## config.mk

```make
export PLATFORM = sky130hd
export DESIGN_NAME = exe_top
export DESIGN_NICKNAME = d
export VERILOG_FILES = /design/src/hw/isa_pkg.sv /design/src/hw/pipe_pkg.sv /design/src/hw/alu.sv /design/src/hw/branch_unit.sv /design/src/hw/div_unit.sv /design/src/hw/exe_top.sv
export VERILOG_INCLUDE_DIRS = /design/src /design/src/hw
export SDC_FILE = /design/constraint.sdc
export NUM_CORES = 1
export LEC_CHECK = 0
export BUFFER_PORTS_ARGS = -buffer_cell sky130_fd_sc_hd__buf_2
export CORE_MARGIN = 4
export CORE_UTILIZATION = 45
export CTS_CLUSTER_SIZE = 24
export DETAILED_ROUTE_END_ITERATION = 8
export HOLD_SLACK_MARGIN = 0.06
export PLACE_DENSITY = 0.66
export SYNTH_ARGS = -nofsm -noshare
export SYNTH_HDL_FRONTEND = slang
export SYNTH_SLANG_ARGS = --single-unit
export TNS_END_PERCENT = 20
```

## constraint.sdc

```tcl
create_clock -name clk_i -period 12.8 [get_ports clk_i]
set_clock_uncertainty 0.1 [all_clocks]
set_input_delay 1.28 -clock clk_i [delete_from_list [all_inputs] [get_ports clk_i]]
set_output_delay 1.28 -clock clk_i [all_outputs]
set_load 0.01 [all_outputs]
```

## src/hw/exe_params.svh

```systemverilog
// Width and iteration settings for the execute stage.
// The divider assumes EXE_DIV_STEPS equals EXE_XLEN, one quotient bit per step.
// EXE_XLEN must be at least 8 for the ALU shift-amount slice.

`ifndef EXE_PARAMS_SVH
`define EXE_PARAMS_SVH

// Data and address width
`define EXE_XLEN 32

// Register index width, 32 architectural registers
`define EXE_REG_W 5

// Restoring divider, one step per clock
`define EXE_DIV_STEPS `EXE_XLEN

`endif

```

## src/hw/isa_pkg.sv

```systemverilog
// Operation codes and execution unit selectors for the execute stage.
// Encodings are internal to the core and carry no RISC-V opcode meaning.
// Decode upstream is expected to pair every instr_type with a matching unit.

`default_nettype none

package isa_pkg;

    // Operation codes, grouped by the unit that executes them
    typedef enum logic [4:0] {
        ADD,
        SUB,
        AND,
        OR,
        XOR,
        SLL,
        SRL,
        SRA,
        SLT,
        SLTU,
        BEQ,
        BNE,
        BLT,
        BGE,
        BLTU,
        BGEU,
        JAL,
        JALR,
        DIV,
        DIVU,
        REM,
        REMU,
        LOAD,
        STORE
    } instr_type_t;

    typedef enum logic [2:0] {
        UNIT_ALU,
        UNIT_BRANCH,
        UNIT_DIV,
        UNIT_MEM,
        UNIT_NONE
    } unit_t;

endpackage

`default_nettype wire

```

## src/hw/pipe_pkg.sv

```systemverilog
// Pipeline records around the execute stage and the data-cache port.
// All records are plain levels with no handshake; valid qualifies contents.
// Widths come from exe_params.svh.

`default_nettype none

`include "exe_params.svh"

package pipe_pkg;

    // Register read to execute
    typedef struct packed {
        logic                       valid;
        logic [`EXE_XLEN-1:0]       pc;
        logic [`EXE_REG_W-1:0]      rs1;
        logic [`EXE_REG_W-1:0]      rs2;
        logic [`EXE_REG_W-1:0]      rd;
        logic [`EXE_XLEN-1:0]       imm;
        logic                       use_imm;
        logic                       use_pc;
        isa_pkg::unit_t             unit;
        isa_pkg::instr_type_t       instr_type;
        logic [2:0]                 funct3;
        logic [`EXE_XLEN-1:0]       data_rs1;
        logic [`EXE_XLEN-1:0]       data_rs2;
    } rr_exe_instr_t;

    // Forwarding from write-back
    typedef struct packed {
        logic                       valid;
        logic [`EXE_REG_W-1:0]      rd;
        logic [`EXE_XLEN-1:0]       data;
    } wb_exe_instr_t;

    // Execute to write-back
    typedef struct packed {
        logic                       valid;
        logic [`EXE_XLEN-1:0]       pc;
        logic [`EXE_REG_W-1:0]      rd;
        isa_pkg::unit_t             unit;
        logic [`EXE_XLEN-1:0]       result_rd;
        logic [`EXE_XLEN-1:0]       result_pc;
        logic                       branch_taken;
    } exe_wb_instr_t;

    // Data-cache request, address is formed by the cache side from rs1 + imm
    typedef struct packed {
        logic                       valid;
        logic                       kill;
        logic [`EXE_XLEN-1:0]       data_rs1;
        logic [`EXE_XLEN-1:0]       data_rs2;
        logic [`EXE_XLEN-1:0]       imm;
        isa_pkg::instr_type_t       instr_type;
        logic [2:0]                 funct3;
        logic [`EXE_REG_W-1:0]      rd;
    } req_cpu_dcache_t;

    // Lock holds the pipeline, ready qualifies load data
    typedef struct packed {
        logic                       ready;
        logic                       lock;
        logic [`EXE_XLEN-1:0]       data;
    } resp_dcache_cpu_t;

endpackage

`default_nettype wire

```

## src/hw/alu.sv

```systemverilog
// Combinational integer ALU.
// Shifts use only the low log2(XLEN) bits of operand 2.
// Codes that do not belong to the ALU give a zero result.

`timescale 1ns/10ps
`default_nettype none

`include "exe_params.svh"

module alu (
    input  logic [`EXE_XLEN-1:0]    data_rs1_i,
    input  logic [`EXE_XLEN-1:0]    data_rs2_i,
    input  isa_pkg::instr_type_t    instr_type_i,
    output logic [`EXE_XLEN-1:0]    result_o
);

    localparam int SHAMT_W = $clog2(`EXE_XLEN);

    logic [SHAMT_W-1:0] shamt;
    logic               lt_signed;
    logic               lt_unsigned;

    assign shamt       = data_rs2_i[SHAMT_W-1:0];
    assign lt_signed   = $signed(data_rs1_i) < $signed(data_rs2_i);
    assign lt_unsigned = data_rs1_i < data_rs2_i;

    always_comb begin
        case (instr_type_i)
            isa_pkg::ADD:  result_o = data_rs1_i + data_rs2_i;
            isa_pkg::SUB:  result_o = data_rs1_i - data_rs2_i;
            isa_pkg::AND:  result_o = data_rs1_i & data_rs2_i;
            isa_pkg::OR:   result_o = data_rs1_i | data_rs2_i;
            isa_pkg::XOR:  result_o = data_rs1_i ^ data_rs2_i;
            isa_pkg::SLL:  result_o = data_rs1_i << shamt;
            isa_pkg::SRL:  result_o = data_rs1_i >> shamt;
            // Arithmetic shift keeps the sign bit
            isa_pkg::SRA:  result_o = $unsigned($signed(data_rs1_i) >>> shamt);
            isa_pkg::SLT: begin
                result_o = {{(`EXE_XLEN-1){1'b0}}, lt_signed};
            end
            isa_pkg::SLTU: begin
                result_o = {{(`EXE_XLEN-1){1'b0}}, lt_unsigned};
            end
            default: begin
                result_o = '0;
            end
        endcase
    end

endmodule

`default_nettype wire

```

## src/hw/branch_unit.sv

```systemverilog
// Branch condition, target and link address, all combinational.
// JAL and JALR are always taken; the JALR target has bit 0 cleared.
// Non-branch codes report not taken and fall through to pc + 4.

`timescale 1ns/10ps
`default_nettype none

`include "exe_params.svh"

module branch_unit (
    input  isa_pkg::instr_type_t    instr_type_i,
    input  logic [`EXE_XLEN-1:0]    pc_i,
    input  logic [`EXE_XLEN-1:0]    data_rs1_i,
    input  logic [`EXE_XLEN-1:0]    data_rs2_i,
    input  logic [`EXE_XLEN-1:0]    imm_i,
    output logic                    taken_o,
    output logic [`EXE_XLEN-1:0]    target_o,
    output logic [`EXE_XLEN-1:0]    result_o,
    output logic [`EXE_XLEN-1:0]    reg_data_o
);

    logic [`EXE_XLEN-1:0] link_addr;
    logic [`EXE_XLEN-1:0] jalr_sum;

    assign link_addr = pc_i + `EXE_XLEN'd4;
    assign jalr_sum  = data_rs1_i + imm_i;

    always_comb begin
        case (instr_type_i)
            isa_pkg::BEQ:  taken_o = data_rs1_i == data_rs2_i;
            isa_pkg::BNE:  taken_o = data_rs1_i != data_rs2_i;
            isa_pkg::BLT:  taken_o = $signed(data_rs1_i) < $signed(data_rs2_i);
            isa_pkg::BGE:  taken_o = $signed(data_rs1_i) >= $signed(data_rs2_i);
            isa_pkg::BLTU: taken_o = data_rs1_i < data_rs2_i;
            isa_pkg::BGEU: taken_o = data_rs1_i >= data_rs2_i;
            isa_pkg::JAL,
            isa_pkg::JALR: taken_o = 1'b1;
            default:       taken_o = 1'b0;
        endcase
    end

    // Register-relative jump versus PC-relative branch
    assign target_o = (instr_type_i == isa_pkg::JALR) ?
                      {jalr_sum[`EXE_XLEN-1:1], 1'b0} : pc_i + imm_i;

    assign result_o   = taken_o ? target_o : link_addr;
    assign reg_data_o = link_addr;

endmodule

`default_nettype wire

```

## src/hw/div_unit.sv

```systemverilog
// Iterative restoring divider, one quotient bit per clock.
// Latency is EXE_DIV_STEPS + 1 edges from start to done_tick_o.
// Operands are sampled once at start; they may change afterwards.
// Divide by zero gives all ones and the dividend as remainder.
// Results are only meaningful while done_tick_o is high.

`timescale 1ns/10ps
`default_nettype none

`include "exe_params.svh"

module div_unit (
    input  logic                    clk_i,
    input  logic                    rst_n_i,
    input  logic                    kill_div_i,
    input  logic                    request_i,
    input  logic                    signed_op_i,
    input  logic [`EXE_XLEN-1:0]    dvnd_i,
    input  logic [`EXE_XLEN-1:0]    dvsr_i,
    output logic [`EXE_XLEN-1:0]    quo_o,
    output logic [`EXE_XLEN-1:0]    rmd_o,
    output logic                    stall_o,
    output logic                    done_tick_o
);

    localparam int CNT_W = $clog2(`EXE_DIV_STEPS);

    typedef enum logic [1:0] {
        IDLE,
        BUSY,
        DONE
    } div_state_t;

    div_state_t             state_q;
    logic [CNT_W-1:0]       cnt_q;
    logic [`EXE_XLEN-1:0]   quo_q;
    logic [`EXE_XLEN-1:0]   rem_q;
    logic [`EXE_XLEN-1:0]   dvsr_q;
    logic                   neg_quo_q;
    logic                   neg_rmd_q;
    logic                   dvnd_neg;
    logic                   dvsr_neg;
    logic [`EXE_XLEN-1:0]   dvnd_abs;
    logic [`EXE_XLEN-1:0]   dvsr_abs;
    logic [`EXE_XLEN:0]     shifted;
    logic [`EXE_XLEN:0]     diff;
    logic                   start;

    // Magnitudes for the unsigned core
    assign dvnd_neg = signed_op_i & dvnd_i[`EXE_XLEN-1];
    assign dvsr_neg = signed_op_i & dvsr_i[`EXE_XLEN-1];
    assign dvnd_abs = dvnd_neg ? -dvnd_i : dvnd_i;
    assign dvsr_abs = dvsr_neg ? -dvsr_i : dvsr_i;

    assign start   = (state_q == IDLE) & request_i & ~kill_div_i;
    assign shifted = {rem_q, quo_q[`EXE_XLEN-1]};
    assign diff    = shifted - {1'b0, dvsr_q};

    // ------------------------------------------------------------------
    // Control
    // ------------------------------------------------------------------
    always_ff @(posedge clk_i or negedge rst_n_i) begin
        if (!rst_n_i) begin
            state_q <= IDLE;
            cnt_q   <= '0;
        end else if (kill_div_i) begin
            state_q <= IDLE;
        end else begin
            case (state_q)
                IDLE: begin
                    if (start) begin
                        state_q <= BUSY;
                        cnt_q   <= CNT_W'(`EXE_DIV_STEPS - 1);
                    end
                end
                BUSY: begin
                    if (cnt_q == '0) begin
                        state_q <= DONE;
                    end else begin
                        cnt_q <= cnt_q - 1'b1;
                    end
                end
                default: begin
                    state_q <= IDLE;
                end
            endcase
        end
    end

    // ------------------------------------------------------------------
    // Datapath
    // ------------------------------------------------------------------
    always_ff @(posedge clk_i) begin
        if (start) begin
            quo_q     <= dvnd_abs;
            rem_q     <= '0;
            dvsr_q    <= dvsr_abs;
            // Zero divisor keeps the all-ones quotient unsigned
            neg_quo_q <= (dvnd_neg ^ dvsr_neg) & (dvsr_i != '0);
            neg_rmd_q <= dvnd_neg;
        end else if (state_q == BUSY) begin
            if (!diff[`EXE_XLEN]) begin
                rem_q <= diff[`EXE_XLEN-1:0];
                quo_q <= {quo_q[`EXE_XLEN-2:0], 1'b1};
            end else begin
                rem_q <= shifted[`EXE_XLEN-1:0];
                quo_q <= {quo_q[`EXE_XLEN-2:0], 1'b0};
            end
        end
    end

    // Overflow case falls out naturally: magnitude 2^(XLEN-1), positive sign
    assign quo_o = neg_quo_q ? -quo_q : quo_q;
    assign rmd_o = neg_rmd_q ? -rem_q : rem_q;

    assign stall_o     = start | (state_q == BUSY);
    assign done_tick_o = state_q == DONE;

endmodule

`default_nettype wire

```

## src/hw/exe_top.sv

```systemverilog
// Execute stage: write-back bypass, operand selection, unit dispatch,
// data-cache request and write-back result selection.
// ALU, branch and memory results appear in the same cycle as the input.
// The upstream stage must hold from_rr_i stable while stall_o is high.
// Divider results are driven only in the done_tick cycle, else zero.

`timescale 1ns/10ps
`default_nettype none

`include "exe_params.svh"

module exe_top (
    input  logic                        clk_i,
    input  logic                        rst_n_i,
    input  logic                        kill_i,
    input  pipe_pkg::rr_exe_instr_t     from_rr_i,
    input  pipe_pkg::wb_exe_instr_t     from_wb_i,
    input  pipe_pkg::resp_dcache_cpu_t  resp_dcache_cpu_i,
    output pipe_pkg::exe_wb_instr_t     to_wb_o,
    output logic                        stall_o,
    output pipe_pkg::req_cpu_dcache_t   req_cpu_dcache_o
);

    logic [`EXE_XLEN-1:0]   rs1_bypass;
    logic [`EXE_XLEN-1:0]   rs2_bypass;
    logic [`EXE_XLEN-1:0]   op1_sel;
    logic [`EXE_XLEN-1:0]   op2_sel;
    logic [`EXE_XLEN-1:0]   result_alu;
    logic [`EXE_XLEN-1:0]   result_quo;
    logic [`EXE_XLEN-1:0]   result_rmd;
    logic [`EXE_XLEN-1:0]   result_branch;
    logic [`EXE_XLEN-1:0]   link_branch;
    logic [`EXE_XLEN-1:0]   result_mem;
    logic                   taken_branch;
    logic                   stall_div;
    logic                   done_div;
    logic                   is_div;
    logic                   is_mem;
    logic                   div_signed;

    // ------------------------------------------------------------------
    // Bypass and operand selection
    // ------------------------------------------------------------------
    // x0 never takes a forwarded value
    assign rs1_bypass = ((from_rr_i.rs1 != '0) && (from_rr_i.rs1 == from_wb_i.rd)
                         && from_wb_i.valid) ? from_wb_i.data : from_rr_i.data_rs1;
    assign rs2_bypass = ((from_rr_i.rs2 != '0) && (from_rr_i.rs2 == from_wb_i.rd)
                         && from_wb_i.valid) ? from_wb_i.data : from_rr_i.data_rs2;

    assign op1_sel = from_rr_i.use_pc  ? from_rr_i.pc  : rs1_bypass;
    assign op2_sel = from_rr_i.use_imm ? from_rr_i.imm : rs2_bypass;

    assign is_div     = from_rr_i.valid & (from_rr_i.unit == isa_pkg::UNIT_DIV);
    assign is_mem     = from_rr_i.valid & (from_rr_i.unit == isa_pkg::UNIT_MEM);
    assign div_signed = (from_rr_i.instr_type == isa_pkg::DIV) |
                        (from_rr_i.instr_type == isa_pkg::REM);

    alu i_alu (
        .data_rs1_i   (op1_sel),
        .data_rs2_i   (op2_sel),
        .instr_type_i (from_rr_i.instr_type),
        .result_o     (result_alu)
    );

    branch_unit i_branch_unit (
        .instr_type_i (from_rr_i.instr_type),
        .pc_i         (from_rr_i.pc),
        .data_rs1_i   (rs1_bypass),
        .data_rs2_i   (rs2_bypass),
        .imm_i        (from_rr_i.imm),
        .taken_o      (taken_branch),
        .target_o     (),
        .result_o     (result_branch),
        .reg_data_o   (link_branch)
    );

    div_unit i_div_unit (
        .clk_i        (clk_i),
        .rst_n_i      (rst_n_i),
        .kill_div_i   (kill_i),
        .request_i    (is_div),
        .signed_op_i  (div_signed),
        .dvnd_i       (rs1_bypass),
        .dvsr_i       (op2_sel),
        .quo_o        (result_quo),
        .rmd_o        (result_rmd),
        .stall_o      (stall_div),
        .done_tick_o  (done_div)
    );

    // ------------------------------------------------------------------
    // Data-cache port
    // ------------------------------------------------------------------
    assign req_cpu_dcache_o.valid      = is_mem;
    assign req_cpu_dcache_o.kill       = kill_i;
    assign req_cpu_dcache_o.data_rs1   = rs1_bypass;
    assign req_cpu_dcache_o.data_rs2   = rs2_bypass;
    assign req_cpu_dcache_o.imm        = from_rr_i.imm;
    assign req_cpu_dcache_o.instr_type = from_rr_i.instr_type;
    assign req_cpu_dcache_o.funct3     = from_rr_i.funct3;
    assign req_cpu_dcache_o.rd         = from_rr_i.rd;

    assign result_mem = resp_dcache_cpu_i.ready ? resp_dcache_cpu_i.data : '0;

    // ------------------------------------------------------------------
    // Write-back record and stall
    // ------------------------------------------------------------------
    always_comb begin
        to_wb_o.valid        = from_rr_i.valid;
        to_wb_o.pc           = from_rr_i.pc;
        to_wb_o.rd           = from_rr_i.rd;
        to_wb_o.unit         = from_rr_i.unit;
        to_wb_o.result_rd    = '0;
        to_wb_o.result_pc    = '0;
        to_wb_o.branch_taken = 1'b0;
        case (from_rr_i.unit)
            isa_pkg::UNIT_ALU: to_wb_o.result_rd = result_alu;
            isa_pkg::UNIT_DIV: begin
                if (done_div) begin
                    to_wb_o.result_rd = ((from_rr_i.instr_type == isa_pkg::REM) ||
                                         (from_rr_i.instr_type == isa_pkg::REMU)) ?
                                        result_rmd : result_quo;
                end
            end
            isa_pkg::UNIT_BRANCH: begin
                to_wb_o.result_rd    = link_branch;
                to_wb_o.result_pc    = result_branch;
                to_wb_o.branch_taken = taken_branch;
            end
            isa_pkg::UNIT_MEM: to_wb_o.result_rd = result_mem;
            default: begin
                to_wb_o.result_rd = '0;
            end
        endcase
    end

    assign stall_o = is_div ? stall_div :
                     is_mem ? resp_dcache_cpu_i.lock :
                     1'b0;

endmodule

`default_nettype wire

```

### Yosys cells after proc, flatten, opt, wreduce, memory -nomap -nowiden

Index checks and enable logic that the tools add are counted.
Widths: inputs -> output; s select.

| operators by class | value |
|---|---|
| add/sub/neg operators | 11 |
| order comparisons | 6 |
| equal/unequal tests | 33 |
| shift-type cells | 3 |
| mux-type cells | 30 |
| bitwise gates (word level) | 14 |
| reduce and logical (&&, ||, !) cells | 17 |

Operators with widths:

| kind | count |
|---|---|
| $mux 32 | 16 |
| $pmux 32 s10 | 1 |
| $lt 32x32->1 | 4 |
| $neg 32->32 | 4 |
| $pmux 32 s4 | 1 |
| $add 32x32->32 | 3 |
| $ge 32x32->1 | 2 |
| $eq 5x4->1 const B | 8 |
| $mux 33 | 1 |
| $sub 33x32->33 | 1 |
| $add 32x3->32 const B | 1 |
| $and 32x32->32 | 1 |
| $eq 32x32->1 | 1 |
| $ne 32x32->1 | 1 |
| $or 32x32->32 | 1 |
| $reduce_bool 32->1 | 1 |
| $shl 32x5->32 | 1 |
| $shr 32x5->32 | 1 |
| $sshr 32x5->32 | 1 |
| $sub 32x32->32 | 1 |
| $xor 32x32->32 | 1 |
| $eq 5x5->1 const B | 5 |
| $eq 5x3->1 const B | 4 |
| $eq 5x2->1 const B | 2 |
| 30 further kinds | 51 |

| storage, ports and cells | value |
|---|---|
| register bits after elaboration | 105 |
| word-level logic and storage cells | 121 |

### Longest topological paths before layout

| logic depth | value |
|---|---|
| word-level depth | 8 |
| mapped depth | 23 |
| depth with buffers taken out | 19 |

### By module

From an unflattened synthesis, not the netlist that was laid out.

| unflattened totals | value |
|---|---|
| cells, all modules | 3747 |
| area total of the unflattened synthesis | 26824.5 sq um |

Modules (own cells, without submodules):

| module | times used | cells an instance | area an instance (sq um) | sequential area each (sq um) |
|---|---|---|---|---|
| alu | 1 | 1346 | 8856.0 | 0.0 |
| div_unit | 1 | 968 | 8291.7 | 2797.7 |
| branch_unit | 1 | 786 | 5552.8 | 0.0 |
| exe_top | 1 | 647 | 4124.0 | 0.0 |

### Worst setup path before layout

Ideal clock, no wire load.

| path | value |
|---|---|
| kind | in2out |
| from | input port from_rr_i[121] (netlist name) |
| to | output port to_wb_o[13] (netlist name) |
| arrival time | 6.477 ns |
| required time | 11.420 ns |
| slack | 4.943 ns |
| stages | 21 |
| cells stage by stage | nor4_1 -> o21ai_2 -> nand3_1 -> clkbuf_1 -> buf_2 -> clkbuf_1 -> mux2i_1 -> inv_1 -> ha_1 -> nand4_1 -> nor4_1 -> nand2_1 -> or4_1 -> xnor2_1 -> a32o_1 -> a21oi_1 -> o22a_1 -> mux2i_1 -> clkbuf_1 -> nor2_1 -> a311oi_1 |

RTL lines:

| element | RTL line | source |
|---|---|---|
| from (decl) | exe_top.sv:16 | `input pipe_pkg::rr_exe_instr_t from_rr_i,` |
| to (decl) | exe_top.sv:19 | `output pipe_pkg::exe_wb_instr_t to_wb_o,` |

==> reports/qor.csv <==
stage,metric,value,unit
floorplan,num_rows,88,
global_routing,grt_first_pass_wirelength,207100,um
clock_tree,htreeDepth,3,
place,gp_congestion,1.103,
layout,area_growth_syn_to_layout,9.207,%
drt,antenna_left,0,
synth,synth_edf_count,66,
floorplan,start_util,45.71,%
timing,max-slew-margin-rel,10.10,%
drt,post_drt_wl_per_cell,31.44,um
place,dp_hpwl,121300,um
synth,synthTopCellsByArea,"ha_1, edfxtp_1, mux2i_1",
synth,synth-seq-cells,105,
global_routing,antenna_found_initial,24,
global_routing,grt_pass1_vias,28880,
clock_tree,max-clock-path-buffers,2,
power,powerDensity,94.08,nW/um^2
timing,period_share,77.55,%
synth,syn-cell-area,26470,sq um
drt,first_pass_iters,8,
global_routing,grt_max_degree,70,
timing,setup_tns,0,ps
worst_setup_path,worstPathMaxFanout,24,
timing,period_minus_slack,9927,ps
place,io_buffer_count,428,
power,p_leak,12.97,nW
timing,setup_slack,2874,ps
synth,ys_warn_count,0,
synth,syn_nets,4211,
floorplan,die_h,250.5,um
clock_tree,cts.sink_count,105,
hold_path,hold_class,reg2reg,
synth,seq_area_frac_synth,10.57,%
place,dp_slack,3166,ps
worst_setup_path,path_class,in2out,
worst_setup_path,cp-end-kind,output pin,
floorplan,die-area,62770,sq um
status,status,finished clean,
floorplan,coreArea,57920,sq um
timing,rsz0062_at_grt,no,
clock_tree,cts_resized,0,
synth,async_flop_share,6.667,%
clock_tree,tritoncts,done,
synth,syn_inst,3742,
clock_tree,root_buffer,clkbuf_16,
synth,synth_area_per_cell,7.075,sq um
clock_tree,cts_setup_buffers,0,
synth,synth_top_cell_by_area,ha_1,
timing,fmax,0.1007,GHz
drt,detail_route.wirelength,148500,um
synth,synthDistinctLibCells,102,
timing,tightest_slew,1349,ps
synth,ys.flop_type,edfxtp_1,
layout,drive_gt1_share,16.31,%
floorplan,ioPinCount,450,
clock_tree,cts_made_buffers,9,
clock_tree,clk_latency,380,ps
synth,synth_top_cell_area_share,10.97,%
drt,dr_total_vias,32210,
floorplan,die_x,250.5,um
timing,finalHoldViolCount,0,
timing,slew_violations,0,
layout,fin_nets,4407,
drt,drtIter0Drc,5053,
global_routing,overflow,0,
worst_setup_path,crit_path_start_kind,primary input,
worst_setup_path,required,11420,ps
clock_tree,clk_pin_slew_worst_paths,80,ps
worst_setup_path,critPathArrivalTime,8550,ps
timing,finalSetupViolCount,0,
job,maxCapViolCount,0,
global_routing,gr-usage-all-layers,44.22,%
power,peakVddDrop,0.3112,mV
drt,post-route-drc-count,0,
drt,vias_per_cell,6.820,
worst_setup_path,rrSetupSlack,8120,ps
clock_tree,hold_buffers,0,
-- cell usage after synthesis, types with 44 or more instances --
cell type    n
xnor2_1    172
buf_4       95
nand2_1    432
inv_1      204
o21ai_0    264
nand3_1     76
clkbuf_1   162
o31ai_1     58
xor2_1      88
mux2i_1    197
o211ai_1    57
edfxtp_1    66
a21oi_1    227
o41ai_1     44
nand4_1     44
ha_1       232
nor3_1      81
a21o_1      65
a31oi_1     47
nor2_1     310
a211oi_1    52
-- cells by family (layout without fill, tap and decap cells) --
logic type               after synthesis  in the layout  synth area share [%]
adder cells (fa/ha/maj)              237            237                 11.34
multiplexers                         236            236                 9.278
XOR/XNOR                             260            260                 8.602
AND/OR/NAND/NOR                     1198           1198                 21.00
flip-flops                           105            105                 10.57
buffers and inverters                535            736                 9.230
other                                  0             15                     0
AO/OA/AOI/OAI                       1171           1171                 29.98
-- registers in the layout, indices dropped and copies added, names as in the netlist --
name                  count
i_div_unit.cnt_q          5
i_div_unit.dvsr_q        32
i_div_unit.neg_quo_q      1
i_div_unit.neg_rmd_q      1
i_div_unit.quo_q         32
i_div_unit.rem_q         32
i_div_unit.state_q        2
-- metal layers --
metal | track usage, % | wire length, um | share of wire [%] | vias to the layer above
li1 | - | - | - | 14110
met1 | 58.13 | 57570 | 39 | 15210
met2 | 65.49 | 61110 | 41 | 2404
met3 | 12.10 | 19470 | 13 | 477
met4 | 24.20 | 10290 | 6.9 | 10
met5 | 0 | 61 | 0.041 | -
-- area by class of cell --
class / count / area [sq um]
inverter: 218 / 820.8
multi-input combinational: 3102 / 21330
fill: 6049 / 29010
sequential: 105 / 2798
antenna: 15 / 37.54
clock buffer: 11 / 232.7
tap: 765 / 957.2
timing repair buffer: 502 / 2698
clock inverter: 5 / 38.79
-- where the power goes --
part	leakage, nW	switching (W)	total (W)	internal, W
clock	0.129	0.000145	0.000279	0.000134
sequential	0.940	0.000104	0.000520	0.000416
combinational	11.9	0.00123	0.00192	0.000688
total	13.0	0.00148	0.00272	0.00124
-- path summary, 6_finish.rpt --
path,start,to,cells past startpoint
max,from_wb_i[32],to_wb_o[61],19
min,i_div_unit.cnt_q[0]$_DFFE_PN0P_,i_div_unit.cnt_q[0]$_DFFE_PN0P_,1
max reg2reg,i_div_unit.quo_q[31]$_DFFE_PP_,i_div_unit.quo_q[0]$_DFFE_PP_,13
min reg2reg,i_div_unit.cnt_q[0]$_DFFE_PN0P_,i_div_unit.cnt_q[0]$_DFFE_PN0P_,1
max in group asynchronous,rst_n_i,i_div_unit.state_q[1]$_DFFE_PN0P_,1
min in group asynchronous,rst_n_i,i_div_unit.cnt_q[1]$_DFFE_PN0P_,1
-- metrics by stage --
stage	utilization [%]	hold WS (ps)	power (W)	area (sq um)	std cells
global route	49.91	451.0	0.002861	28910	4722
global placement	49.38	393.8	0.002360	28600	4692
floorplan	-	362.8	0.001760	26470	3742
detailed placement	49.38	395.3	0.002358	28600	4692
finish	49.92	405.7	0.002720	28910	4723
CTS	49.85	406.0	0.002644	28870	4708
-- critical path, cell delays in order --
cell       delay, ps
buf_2            140
or2_1            240
o21ai_2          570
nand3_2          820
mux2_2           590
mux2_2           310
ha_1             460
nor2_1           140
o21a_1           140
o41ai_1          570
o2111ai_1        350
a311oi_1         510
o221ai_1         320
a41oi_1          390
xnor2_1          170
nor2_1            60
o41ai_1          990
o211ai_1         250
buf_2            230
-- cell usage in the layout (no fill, tap or decap), types with 47 or more instances in the layout --
master	n
a211oi_1	52
a21o_1	65
a21oi_1	227
a31oi_1	47
buf_2	428
buf_4	74
edfxtp_1	66
ha_1	232
inv_1	202
mux2i_1	196
nand2_1	431
nand3_1	73
nor2_1	308
nor3_1	77
o211ai_1	57
o21ai_0	264
o31ai_1	58
xnor2_1	171
xor2_1	88
Note: power is estimated with default switching activity, not from simulation.
